===== src/verilog/dspPkg.sv =====
`default_nettype none

package dspPkg;

   // input port widths.
   localparam int aWidth = 30;
   localparam int bWidth = 18;
   localparam int cWidth = 48;
   localparam int dWidth = 25;

   // multiplier operand and product widths.
   localparam int preWidth  = 25;
   localparam int prodWidth = 43;

   // alu operands and p.
   localparam int pWidth = 48;

   // arithmetic right shift applied to wide z operands.
   localparam int zShift = 17;

   // ones mark bits the pattern compare ignores.
   localparam logic [pWidth-1:0] patternMask = 48'h0000_0000_000F;

   typedef enum logic [2:0] {
      preA       = 3'd0,
      preDPlusA  = 3'd1,
      preDMinusA = 3'd2,
      preD       = 3'd3,
      preZero    = 3'd4
   } preOpE;

   typedef enum logic [1:0] {
      xZero = 2'd0,
      xMult = 2'd1,
      xP    = 2'd2,
      xAB   = 2'd3
   } xSelE;

   typedef enum logic [1:0] {
      yZero = 2'd0,
      yMult = 2'd1,
      yOnes = 2'd2,
      yC    = 2'd3
   } ySelE;

   // codes 4 and 7 are unused.
   typedef enum logic [2:0] {
      zZero      = 3'd0,
      zPcIn      = 3'd1,
      zP         = 3'd2,
      zC         = 3'd3,
      zPcInShift = 3'd5,
      zPShift    = 3'd6
   } zSelE;

   typedef enum logic [3:0] {
      aluAdd    = 4'b0000,
      aluZMinus = 4'b0011,
      aluXor    = 4'b0100,
      aluAnd    = 4'b1100,
      aluOr     = 4'b1110
   } aluOpE;

endpackage

`default_nettype wire

===== src/verilog/dspSlice.sv =====
`timescale 1ns/1ps
`default_nettype none

module dspSlice (
   input  wire                            CLK,
   input  wire                            rstN,
   input  wire  [dspPkg::aWidth-1:0]      a,
   input  wire  [dspPkg::bWidth-1:0]      b,
   input  wire  [dspPkg::cWidth-1:0]      c,
   input  wire  [dspPkg::dWidth-1:0]      d,
   input  wire  [dspPkg::pWidth-1:0]      pcIn,
   input  wire  [2:0]                     inMode,
   input  wire  [6:0]                     opMode,
   input  wire  [3:0]                     aluMode,
   input  wire                            carryIn,
   input  wire                            ceA,
   input  wire                            ceB,
   input  wire                            ceC,
   input  wire                            ceD,
   input  wire                            ceM,
   input  wire                            ceP,
   input  wire                            ceCtrl,
   output wire  [dspPkg::pWidth-1:0]      p,
   output wire                            carryOut,
   output wire                            patternDetect,
   output wire                            patternBDetect,
   output wire                            opModeInvalid
);

   wire dspPkg::preOpE             preOp;
   wire dspPkg::xSelE              xSel;
   wire dspPkg::ySelE              ySel;
   wire dspPkg::zSelE              zSel;
   wire dspPkg::aluOpE             aluOp;
   wire                            carryInR;
   wire [dspPkg::aWidth-1:0]       aReg;
   wire [dspPkg::bWidth-1:0]       bReg;
   wire [dspPkg::cWidth-1:0]       cReg;
   wire [dspPkg::preWidth-1:0]     preOut;
   wire [dspPkg::prodWidth-1:0]    mReg;
   wire [dspPkg::pWidth-1:0]       x;
   wire [dspPkg::pWidth-1:0]       y;
   wire [dspPkg::pWidth-1:0]       z;

   dspCtrl ctrl (
      .CLK(CLK), .rstN(rstN), .ceCtrl(ceCtrl),
      .inMode(inMode), .opMode(opMode), .aluMode(aluMode), .carryIn(carryIn),
      .preOp(preOp), .xSel(xSel), .ySel(ySel), .zSel(zSel), .aluOp(aluOp),
      .carryInR(carryInR), .opModeInvalid(opModeInvalid)
   );

   preAdder preAdd (
      .CLK(CLK), .rstN(rstN), .ceA(ceA), .ceD(ceD),
      .a(a), .d(d), .preOp(preOp), .aReg(aReg), .preOut(preOut)
   );

   multStage mult (
      .CLK(CLK), .rstN(rstN), .ceB(ceB), .ceM(ceM),
      .b(b), .preOut(preOut), .bReg(bReg), .mReg(mReg)
   );

   operandMux opMux (
      .CLK(CLK), .rstN(rstN), .ceC(ceC), .c(c), .pcIn(pcIn),
      .mReg(mReg), .aReg(aReg), .bReg(bReg), .p(p),
      .xSel(xSel), .ySel(ySel), .zSel(zSel),
      .x(x), .y(y), .z(z), .cReg(cReg)
   );

   dspAlu alu (
      .CLK(CLK), .rstN(rstN), .ceP(ceP), .x(x), .y(y), .z(z), .cReg(cReg),
      .aluOp(aluOp), .carryInR(carryInR), .p(p), .carryOut(carryOut),
      .patternDetect(patternDetect), .patternBDetect(patternBDetect)
   );

endmodule

`default_nettype wire


===== src/verilog/dspAlu.sv =====
`timescale 1ns/1ps
`default_nettype none

module dspAlu (
   input  wire                            CLK,
   input  wire                            rstN,
   input  wire                            ceP,
   input  wire  [dspPkg::pWidth-1:0]      x,
   input  wire  [dspPkg::pWidth-1:0]      y,
   input  wire  [dspPkg::pWidth-1:0]      z,
   input  wire  [dspPkg::cWidth-1:0]      cReg,
   input  wire  dspPkg::aluOpE            aluOp,
   input  wire                            carryInR,
   output logic [dspPkg::pWidth-1:0]      p,
   output logic                           carryOut,
   output logic                           patternDetect,
   output logic                           patternBDetect
);

   logic [dspPkg::pWidth:0]   xyc;
   logic [dspPkg::pWidth:0]   aluSum;
   logic [dspPkg::pWidth-1:0] result;
   logic                      carryNext;
   logic                      patNext;
   logic                      patBNext;

   // x + y + carry, one bit wider for the carry out.
   assign xyc = {1'b0, x} + {1'b0, y} + {{dspPkg::pWidth{1'b0}}, carryInR};

   always_comb begin
      aluSum    = '0;
      carryNext = 1'b0;
      case (aluOp)
         dspPkg::aluZMinus: begin
            aluSum    = {1'b0, z} - xyc;
            result    = aluSum[dspPkg::pWidth-1:0];
            carryNext = aluSum[dspPkg::pWidth];
         end
         dspPkg::aluXor: result = x ^ z;
         dspPkg::aluAnd: result = x & z;
         dspPkg::aluOr:  result = x | z;
         default: begin
            aluSum    = {1'b0, z} + xyc;
            result    = aluSum[dspPkg::pWidth-1:0];
            carryNext = aluSum[dspPkg::pWidth];
         end
      endcase
   end

   // masked compare against c and its complement.
   assign patNext  = ((result ^ cReg) & ~dspPkg::patternMask) == '0;
   assign patBNext = ((result ^ ~cReg) & ~dspPkg::patternMask) == '0;

   // flags ride with p so they always describe it.
   always_ff @(posedge CLK or negedge rstN) begin
      if (!rstN) begin
         p              <= '0;
         carryOut       <= 1'b0;
         patternDetect  <= 1'b0;
         patternBDetect <= 1'b0;
      end else if (ceP) begin
         p              <= result;
         carryOut       <= carryNext;
         patternDetect  <= patNext;
         patternBDetect <= patBNext;
      end
   end

endmodule

`default_nettype wire


===== src/verilog/operandMux.sv =====
`timescale 1ns/1ps
`default_nettype none

module operandMux (
   input  wire                            CLK,
   input  wire                            rstN,
   input  wire                            ceC,
   input  wire  [dspPkg::cWidth-1:0]      c,
   input  wire  [dspPkg::pWidth-1:0]      pcIn,
   input  wire  [dspPkg::prodWidth-1:0]   mReg,
   input  wire  [dspPkg::aWidth-1:0]      aReg,
   input  wire  [dspPkg::bWidth-1:0]      bReg,
   input  wire  [dspPkg::pWidth-1:0]      p,
   input  wire  dspPkg::xSelE             xSel,
   input  wire  dspPkg::ySelE             ySel,
   input  wire  dspPkg::zSelE             zSel,
   output logic [dspPkg::pWidth-1:0]      x,
   output logic [dspPkg::pWidth-1:0]      y,
   output logic [dspPkg::pWidth-1:0]      z,
   output logic [dspPkg::cWidth-1:0]      cReg
);

   localparam int extBits = dspPkg::pWidth - dspPkg::prodWidth;

   always_ff @(posedge CLK or negedge rstN) begin
      if (!rstN) begin
         cReg <= '0;
      end else if (ceC) begin
         cReg <= c;
      end
   end

   always_comb begin
      case (xSel)
         dspPkg::xMult: x = {{extBits{mReg[dspPkg::prodWidth-1]}}, mReg};
         dspPkg::xP:    x = p;
         dspPkg::xAB:   x = {aReg, bReg};
         default:       x = '0;
      endcase
   end

   // the whole product sits on x, so yMult adds nothing.
   always_comb begin
      case (ySel)
         dspPkg::yOnes: y = '1;
         dspPkg::yC:    y = cReg;
         default:       y = '0;
      endcase
   end

   // shifted forms keep the sign for wide accumulation.
   always_comb begin
      case (zSel)
         dspPkg::zPcIn:      z = pcIn;
         dspPkg::zP:         z = p;
         dspPkg::zC:         z = cReg;
         dspPkg::zPcInShift: z = $signed(pcIn) >>> dspPkg::zShift;
         dspPkg::zPShift:    z = $signed(p) >>> dspPkg::zShift;
         default:            z = '0;
      endcase
   end

endmodule

`default_nettype wire


===== src/verilog/multStage.sv =====
`timescale 1ns/1ps
`default_nettype none

module multStage (
   input  wire                            CLK,
   input  wire                            rstN,
   input  wire                            ceB,
   input  wire                            ceM,
   input  wire  [dspPkg::bWidth-1:0]      b,
   input  wire  [dspPkg::preWidth-1:0]    preOut,
   output logic [dspPkg::bWidth-1:0]      bReg,
   output logic [dspPkg::prodWidth-1:0]   mReg
);

   logic signed [dspPkg::prodWidth-1:0] product;

   always_ff @(posedge CLK or negedge rstN) begin
      if (!rstN) begin
         bReg <= '0;
      end else if (ceB) begin
         bReg <= b;
      end
   end

   // full signed 25x18 product, no partial products.
   assign product = $signed(preOut) * $signed(bReg);

   always_ff @(posedge CLK or negedge rstN) begin
      if (!rstN) begin
         mReg <= '0;
      end else if (ceM) begin
         mReg <= product;
      end
   end

endmodule

`default_nettype wire


===== src/verilog/preAdder.sv =====
`timescale 1ns/1ps
`default_nettype none

module preAdder (
   input  wire                            CLK,
   input  wire                            rstN,
   input  wire                            ceA,
   input  wire                            ceD,
   input  wire  [dspPkg::aWidth-1:0]      a,
   input  wire  [dspPkg::dWidth-1:0]      d,
   input  wire  dspPkg::preOpE            preOp,
   output logic [dspPkg::aWidth-1:0]      aReg,
   output logic [dspPkg::preWidth-1:0]    preOut
);

   logic [dspPkg::dWidth-1:0]   dReg;
   logic [dspPkg::preWidth-1:0] aLow;

   always_ff @(posedge CLK or negedge rstN) begin
      if (!rstN) begin
         aReg <= '0;
      end else if (ceA) begin
         aReg <= a;
      end
   end

   always_ff @(posedge CLK or negedge rstN) begin
      if (!rstN) begin
         dReg <= '0;
      end else if (ceD) begin
         dReg <= d;
      end
   end

   // only the low 25 bits of a reach the multiplier.
   assign aLow = aReg[dspPkg::preWidth-1:0];

   // wraps at 25 bits like the hard pre-adder.
   always_comb begin
      case (preOp)
         dspPkg::preDPlusA:  preOut = dReg + aLow;
         dspPkg::preDMinusA: preOut = dReg - aLow;
         dspPkg::preD:       preOut = dReg;
         dspPkg::preZero:    preOut = '0;
         default:            preOut = aLow;
      endcase
   end

endmodule

`default_nettype wire


===== src/verilog/dspCtrl.sv =====
`timescale 1ns/1ps
`default_nettype none

module dspCtrl (
   input  wire               CLK,
   input  wire               rstN,
   input  wire               ceCtrl,
   input  wire  [2:0]        inMode,
   input  wire  [6:0]        opMode,
   input  wire  [3:0]        aluMode,
   input  wire               carryIn,
   output dspPkg::preOpE     preOp,
   output dspPkg::xSelE      xSel,
   output dspPkg::ySelE      ySel,
   output dspPkg::zSelE      zSel,
   output dspPkg::aluOpE     aluOp,
   output logic              carryInR,
   output logic              opModeInvalid
);

   logic [2:0] inModeR;
   logic [6:0] opModeR;
   logic [3:0] aluModeR;

   // inMode lines up with the a, b and d registers.
   // the rest lines up with m and c, one cycle later.
   always_ff @(posedge CLK or negedge rstN) begin
      if (!rstN) begin
         inModeR  <= '0;
         opModeR  <= '0;
         aluModeR <= '0;
         carryInR <= 1'b0;
      end else if (ceCtrl) begin
         inModeR  <= inMode;
         opModeR  <= opMode;
         aluModeR <= aluMode;
         carryInR <= carryIn;
      end
   end

   // bit 0 gates a, bit 1 enables d, bit 2 subtracts.
   always_comb begin
      if (inModeR[0]) begin
         preOp = inModeR[1] ? dspPkg::preD : dspPkg::preZero;
      end else if (inModeR[1]) begin
         preOp = inModeR[2] ? dspPkg::preDMinusA : dspPkg::preDPlusA;
      end else begin
         preOp = dspPkg::preA;
      end
   end

   assign xSel = dspPkg::xSelE'(opModeR[1:0]);
   assign ySel = dspPkg::ySelE'(opModeR[3:2]);

   always_comb begin
      case (opModeR[6:4])
         3'd1:    zSel = dspPkg::zPcIn;
         3'd2:    zSel = dspPkg::zP;
         3'd3:    zSel = dspPkg::zC;
         3'd5:    zSel = dspPkg::zPcInShift;
         3'd6:    zSel = dspPkg::zPShift;
         default: zSel = dspPkg::zZero;
      endcase
   end

   always_comb begin
      case (aluModeR)
         4'b0011: aluOp = dspPkg::aluZMinus;
         4'b0100: aluOp = dspPkg::aluXor;
         4'b1100: aluOp = dspPkg::aluAnd;
         4'b1110: aluOp = dspPkg::aluOr;
         default: aluOp = dspPkg::aluAdd;
      endcase
   end

   // product must sit on both x and y or on neither.
   assign opModeInvalid = (xSel == dspPkg::xMult) != (ySel == dspPkg::yMult);

endmodule

`default_nettype wire


===== config.mk =====
export PLATFORM = sky130hd
export DESIGN_NAME = dspSlice
export DESIGN_NICKNAME = d
export VERILOG_FILES = /design/src/verilog/dspPkg.sv /design/src/verilog/dspSlice.sv /design/src/verilog/dspAlu.sv /design/src/verilog/operandMux.sv /design/src/verilog/multStage.sv /design/src/verilog/preAdder.sv /design/src/verilog/dspCtrl.sv
export SDC_FILE = /design/constraint.sdc
export NUM_CORES = 2
export LEC_CHECK = 0
export ABC_CLOCK_PERIOD_IN_PS = 11880
export BUFFER_PORTS_ARGS = -buffer_cell sky130_fd_sc_hd__buf_2
export CORE_MARGIN = 3
export CORE_UTILIZATION = 44
export DETAILED_ROUTE_END_ITERATION = 10
export PLACE_DENSITY = 0.65
export SYNTH_ARGS = -nofsm -noshare
export SYNTH_HDL_FRONTEND = slang
export SYNTH_SLANG_ARGS = --single-unit

===== constraint.sdc =====
create_clock -name CLK -period 11.88 [get_ports CLK]
set_input_delay 3.564 -clock CLK [delete_from_list [all_inputs] [get_ports CLK]]
set_output_delay 3.564 -clock CLK [all_outputs]
set_load 0.02 [all_outputs]

Word-level counts from Yosys, hierarchy flattened
Index checks and enable logic that the tools add are counted.
Cells by class
  $mul: 1
  reductions and logical operators: 3
  muxes and demuxes: 12
  $add $sub $neg: 6
  divide/modulo/power cells: 0
  equal/unequal tests: 29
  magnitude comparators: 0
  bitwise gates (word level): 6
  shifts and indexed selects: 0
Operators by type and width (count)
  48-bit case mux with 5 select lines: 1
  48-bit case mux with 4 select lines: 1
  48-bit case mux with 3 select lines: 1
  48-bit bitwise XOR: 3
  25-bit case mux with 4 select lines: 1
  48-bit zero test: 2
  48-bit case mux with 2 select lines: 1
  48-bit by 48-bit adder with 49-bit output: 1
  48-bit by 49-bit adder with 49-bit output: 1
  49-bit by 1-bit adder with 49-bit output: 1
  48-bit by 49-bit subtractor with 49-bit output: 1
  48-bit bitwise AND: 1
  48-bit NOT: 1
  48-bit OR: 1
  25-bit by 18-bit multiplier with 43-bit output: 1
  25-bit adder: 1
  25-bit subtractor: 1
  3-bit by 2-bit == test with 1-bit output (second input constant): 6
  4-bit == test (second input constant): 4
  4-bit case mux with 4 select lines: 1
  3-bit == test (second input constant): 5
  3-bit case mux with 5 select lines: 1
  3-bit by 1-bit == test with 1-bit output (second input constant): 3
  3-bit 2-to-1 mux: 3
  8 further kinds: 14
Word-level totals
  memories kept: 0
  latch bits: 0
  memory bits (read-only): 0
  bits in registers: 230
  RAM bits: 0
  input port bits: 193
  word-level logic and storage cells: 70

Longest topological paths before layout
  word-level depth: 8
  gate-level depth with buffers: 48
  depth with buffers taken out: 46

Hierarchy
A second synthesis with hierarchy kept.
Unflattened totals
  cell total of the unflattened synthesis: 5210
  area total of the unflattened synthesis: 43759.5 sq um
By module, submodules not included
  multStage: area an instance 18142.4 sq um, instances 1, cells each 1943, seq. area each 1526.5 sq um
  dspAlu: area an instance 15183.3 sq um, instances 1, cells each 2097, seq. area each 1276.2 sq um
  operandMux: area an instance 5106.1 sq um, instances 1, cells each 593, seq. area each 1201.2 sq um
  preAdder: area an instance 4570.6 sq um, instances 1, cells each 523, seq. area each 1376.3 sq um
  dspCtrl: area an instance 757.0 sq um, instances 1, cells each 54, seq. area each 375.4 sq um

Least setup slack after synthesis
No wires, ideal clock.
  kind: register to register
  start: register ctrl.inModeR[1]
  end: register mult.mReg[40] (netlist name)
  setup time: 0.125 ns
  data arrival time: 9.896 ns
  cell stages (with the launch flop): 46
  data required time: 11.755 ns
  slack: 1.859 ns
  period minus slack after synthesis: 10.021 ns
  cells stage by stage: dfrtp_1 > clkbuf_1 > inv_1 > nor2_1 > and2_1 > clkbuf_1 > nor2_1 > xnor2_1 > ha_1 > a21o_1 > a21o_1 > a21oi_1 > o21ai_0 > a211oi_1 > nor2_1 > a21o_1 > a21oi_1 > xnor2_1 > [10 not listed] > inv_1 > fa_1 > inv_1 > fa_1 > inv_1 > ha_1 > a21o_1 > a21o_1 > a21o_1 > a21oi_1 > o211ai_1 > o31a_1 > o211ai_1 > a21oi_1 > or3_1 > a21oi_1 > xnor2_1 > mux2_2
On the way
  longest elaborated chain between the ends: 5
  elaborated cells between the ends (all ways): 9
  classes of those cells: mul (1); eq/ne (4); mux (4)
RTL lines
  start: declaration: RTL line dspCtrl.sv:21  | logic [2:0] inModeR;
  start signal: assignment: RTL line dspCtrl.sv:34  | inModeR <= inMode;
  3-bit 2-to-1 mux, on equally long branches: RTL line dspCtrl.sv:45, dspCtrl.sv:44
  3-bit 2-to-1 mux (*): RTL line dspCtrl.sv:43  | if (inModeR[0]) begin
  3-bit == test (tied with other cells): RTL line preAdder.sv:40  | case (preOp)
  25-bit case mux with 4 select lines (*): RTL line preAdder.sv:40
  25-bit by 18-bit multiplier with 43-bit output (*): RTL line multStage.sv:26  | assign product = $signed(preOut) * $signed(bReg);
  end signal: assignment: RTL line multStage.sv:32  | mReg <= product;
  end: declaration: RTL line multStage.sv:12  | output logic [dspPkg::prodWidth-1:0] mReg
Every way passes the cells marked *; elsewhere a longest branch is shown, timed or not.
A chain may end at the register's enable or synchronous reset.

Worst setup path in the final report
  start: register ctrl.inModeR[1]
  end: register mult.mReg[39] (netlist name)
The elaborated chain is that of the path after synthesis.

==> qor.yml <==
outcome:
  outcome: "complete, no violations"
clock_network:
  clock_path_buffers: 3
  post_cts_buffers: 0
  root_buffer: "clkbuf_16"
  htree_levels: 1
  numCtsBuffers: 25
  cts.sinks: 230
  cts_tree: "done"
  postCtsHoldBufs: 0
  cts.clk_slew.worst_paths_ns: 0.06
  clock_latency_ns: 0.57
setup_path:
  worst_setup_path_start_kind: "register"
  cp_max_fo: 18
  r2r_start: "ctrl.inModeR[1]"
  arrival_ns: 11.60
  end_kind: "register"
  cp.required_ns: 12.32
  max_stage_delay_ns: 0.73
  critPathLaunch: "ctrl.inModeR[1]"
  cp_slowest_cell: "fa_1"
  crit_top_cell: "inv_1"
  criticalPathCategory: "register to register"
sta:
  tightest_slew_ns: 1.065
  min_period_over_period_pct: 93.92
  min_period_ns: 11.16
  rsz0062_at_grt: "false"
  finalHoldViolCount: 0
  tns_ns: 0
  slew_headroom_pct: 28.08
  finalMaxSlewViolations: 0
  finalSetupViolations: 0
  skew_ns: 0.02022
  fmax_ghz: 0.08963
yosys:
  synth-seq-cells: 230
  yosys.area.top_type: "fa_1"
  synth_top_area_share_pct: 20.91
  synth_warnings: 0
  synthArstFlopShare_pct: 100.0
  ys_types: 105
  synth_area_leaders: "fa_1 (21%), dfrtp_1 (13%), ha_1 (11%)"
  syn_avg_cell_area_um2: 8.325
  synth_area_um2: 42710
  synth_edf_count: 0
  synth_nets: 6140
  synth_ff_type: "dfrtp_1"
  syn_inst: 5130
  synth_seq_area_share_pct: 13.48
placed_design:
  io_buffers: 244
  placed_cells: 6445
  placed_area_um2: 45090
  place_hpwl_um: 128400
  globalplace.congestion: 0.9769
floorplan:
  rows: 113
  coreArea_um2: 95580
  die_h_um: 317.6
  die_area_um2: 100800
  die_w_um: 317.6
  io_pins: 245
  start_util_pct: 44.69
global_routing:
  antenna_found_initial: 14
  grt_pass1_vias: 38791
  overflow: 0
  grt_usage_pct: 31.37
  grt_max_degree: 72
  grt_pass1_wl_um: 243800
layout:
  ff_latch_area_um2: 5764
  finalNetCount: 6217
  syn2layout_area_growth_pct: 7.605
  drive_gt1_share_pct: 11.94
  multi_input_area_um2: 33080
  n_fill_cell: 9502
  layout.cells.non_filler: 6492
  final_area_um2: 45960
routing:
  drtIter0Drc: 3773
  drc: 0
  vias: 38980
  via_per_inst: 6.004
  wl_um: 160400
  drt-wirelength-per-cell_um: 24.71
  drtPass1Iterations: 6
  ant_nets: 0
min_path:
  worstHoldStart: "mult.mReg[38]"
  hold_class: "register to register"
job:
  maxCapViolations: 0
-- cell type report --
cell class                 count  share of cell area [%]
antenna                        1                0.005445
clock buffer                  34                   1.500
clock inverter                12                  0.3812
inverter                     763                   6.232
multi-input combinational   3868                   71.98
sequential                   230                   12.54
tap                         1265                   3.444
timing repair buffer         319                   3.910
-- repair_timing --
item                                    4_1_cts  5_1_grt
endpoints found under the setup margin        0        4
gates resized for setup                       0        1
endpoints found under the hold margin         0        0
-- critical path, delay by kind of cell, from the launching register on --
| family | cells | cell delay [ns] |
|---|---|---|
| fa+ha+maj | 8 | 3.68 |
| xor+xnor | 3 | 0.34 |
| mux | 1 | 0.26 |
| flops | 1 | 0.34 |
| buf+inv | 8 | 0.52 |
| compound gates | 13 | 4.00 |
| simple gates | 7 | 1.87 |
-- stage by stage --
step | hold slack [ns] | utilization, % | worst slack [ns]
3_5_place_dp | 0.4794 | 47.17 | 0.9160
4_1_cts | 0.4959 | 48.08 | 0.8581
6_report | 0.4972 | 48.08 | 0.7227
2_1_floorplan | 0.4446 | - | 1.859
5_1_grt | 0.5168 | 48.08 | 0.009504
3_3_place_gp | 0.4724 | 47.17 | 1.156
-- worst paths after layout --
path                              endpoint  slack (ns)  cells past startpoint
max                          mult.mReg[39]        0.72                     40
min                          mult.mReg[38]        0.50                      1
max reg2reg                  mult.mReg[39]        0.72                     40
min reg2reg                  mult.mReg[38]        0.50                      1
max in group asynchronous  ctrl.opModeR[6]        7.04                      3
min in group asynchronous     mult.bReg[1]        2.94                      1
-- metal layers --
layer	track usage [%]	wire, um
met4	13.18	8235
met2	47.59	68960
met5	0	79
met3	6.392	15380
met1	43.55	67760
-- synth_stat cells (all sizes together), types with 31 or more instances --
| cell | number |
|---|---|
| o31ai | 34 |
| dfrtp | 230 |
| a21oi | 242 |
| a211oi | 42 |
| and2 | 180 |
| a221oi | 39 |
| nor3 | 58 |
| a22o | 56 |
| inv | 762 |
| a21boi | 58 |
| o22ai | 37 |
| nor2b | 61 |
| and3 | 31 |
| o21ai | 261 |
| nand2 | 550 |
| o21a | 53 |
| fa | 446 |
| nand2b | 41 |
| mux2 | 185 |
| xnor2 | 145 |
| nand3 | 69 |
| ha | 371 |
| or3 | 33 |
| nand4 | 34 |
| mux2i | 105 |
| buf | 66 |
| a22oi | 34 |
| nor2 | 250 |
| xor2 | 41 |
| o211ai | 31 |
| a21o | 86 |
| clkbuf | 203 |
-- registers in the layout, indices dropped and copies added (netlist names) --
name,cells
alu.p,48
opMux.cReg,48
mult.mReg,43
preAdd.aReg,30
preAdd.dReg,25
mult.bReg,18
ctrl.opModeR,7
ctrl.aluModeR,4
ctrl.inModeR,3
alu.carryOut,1
alu.patternBDetect,1
alu.patternDetect,1
ctrl.carryInR,1
-- cells by family (layout without fill, tap and decap cells) --
group                      Yosys count  after routing  synth area share [%]
xor gates and xnor gates           186            186                 3.814
AOI/OAI and AO/OA                 1160           1160                 18.34
muxes                              290            290                 7.339
adders and majority gates          817            817                 31.77
DFF                                230            230                 13.48
and+or+nand+nor                   1415           1415                 16.03
other                                0              1                     0
buffers and inverters             1032           1128                 9.231
-- layout by cell type (no fill, tap or decap), drive strengths merged, types with 37 or more instances in the layout --
cell and count:
a211oi 42, a21boi 58, a21o 86, a21oi 242, a221oi 39, a22o 56, and2 180, buf 319
dfrtp 230, fa 446, ha 371, inv 763, mux2 185, mux2i 105, nand2 550, nand2b 41
nand3 69, nor2 250, nor2b 61, nor3 58, o21a 53, o21ai 261, o22ai 37, xnor2 145
xor2 41
Power is not shown: default switching activity piles up to over one toggle a cycle in this logic, so the estimate is an artifact.
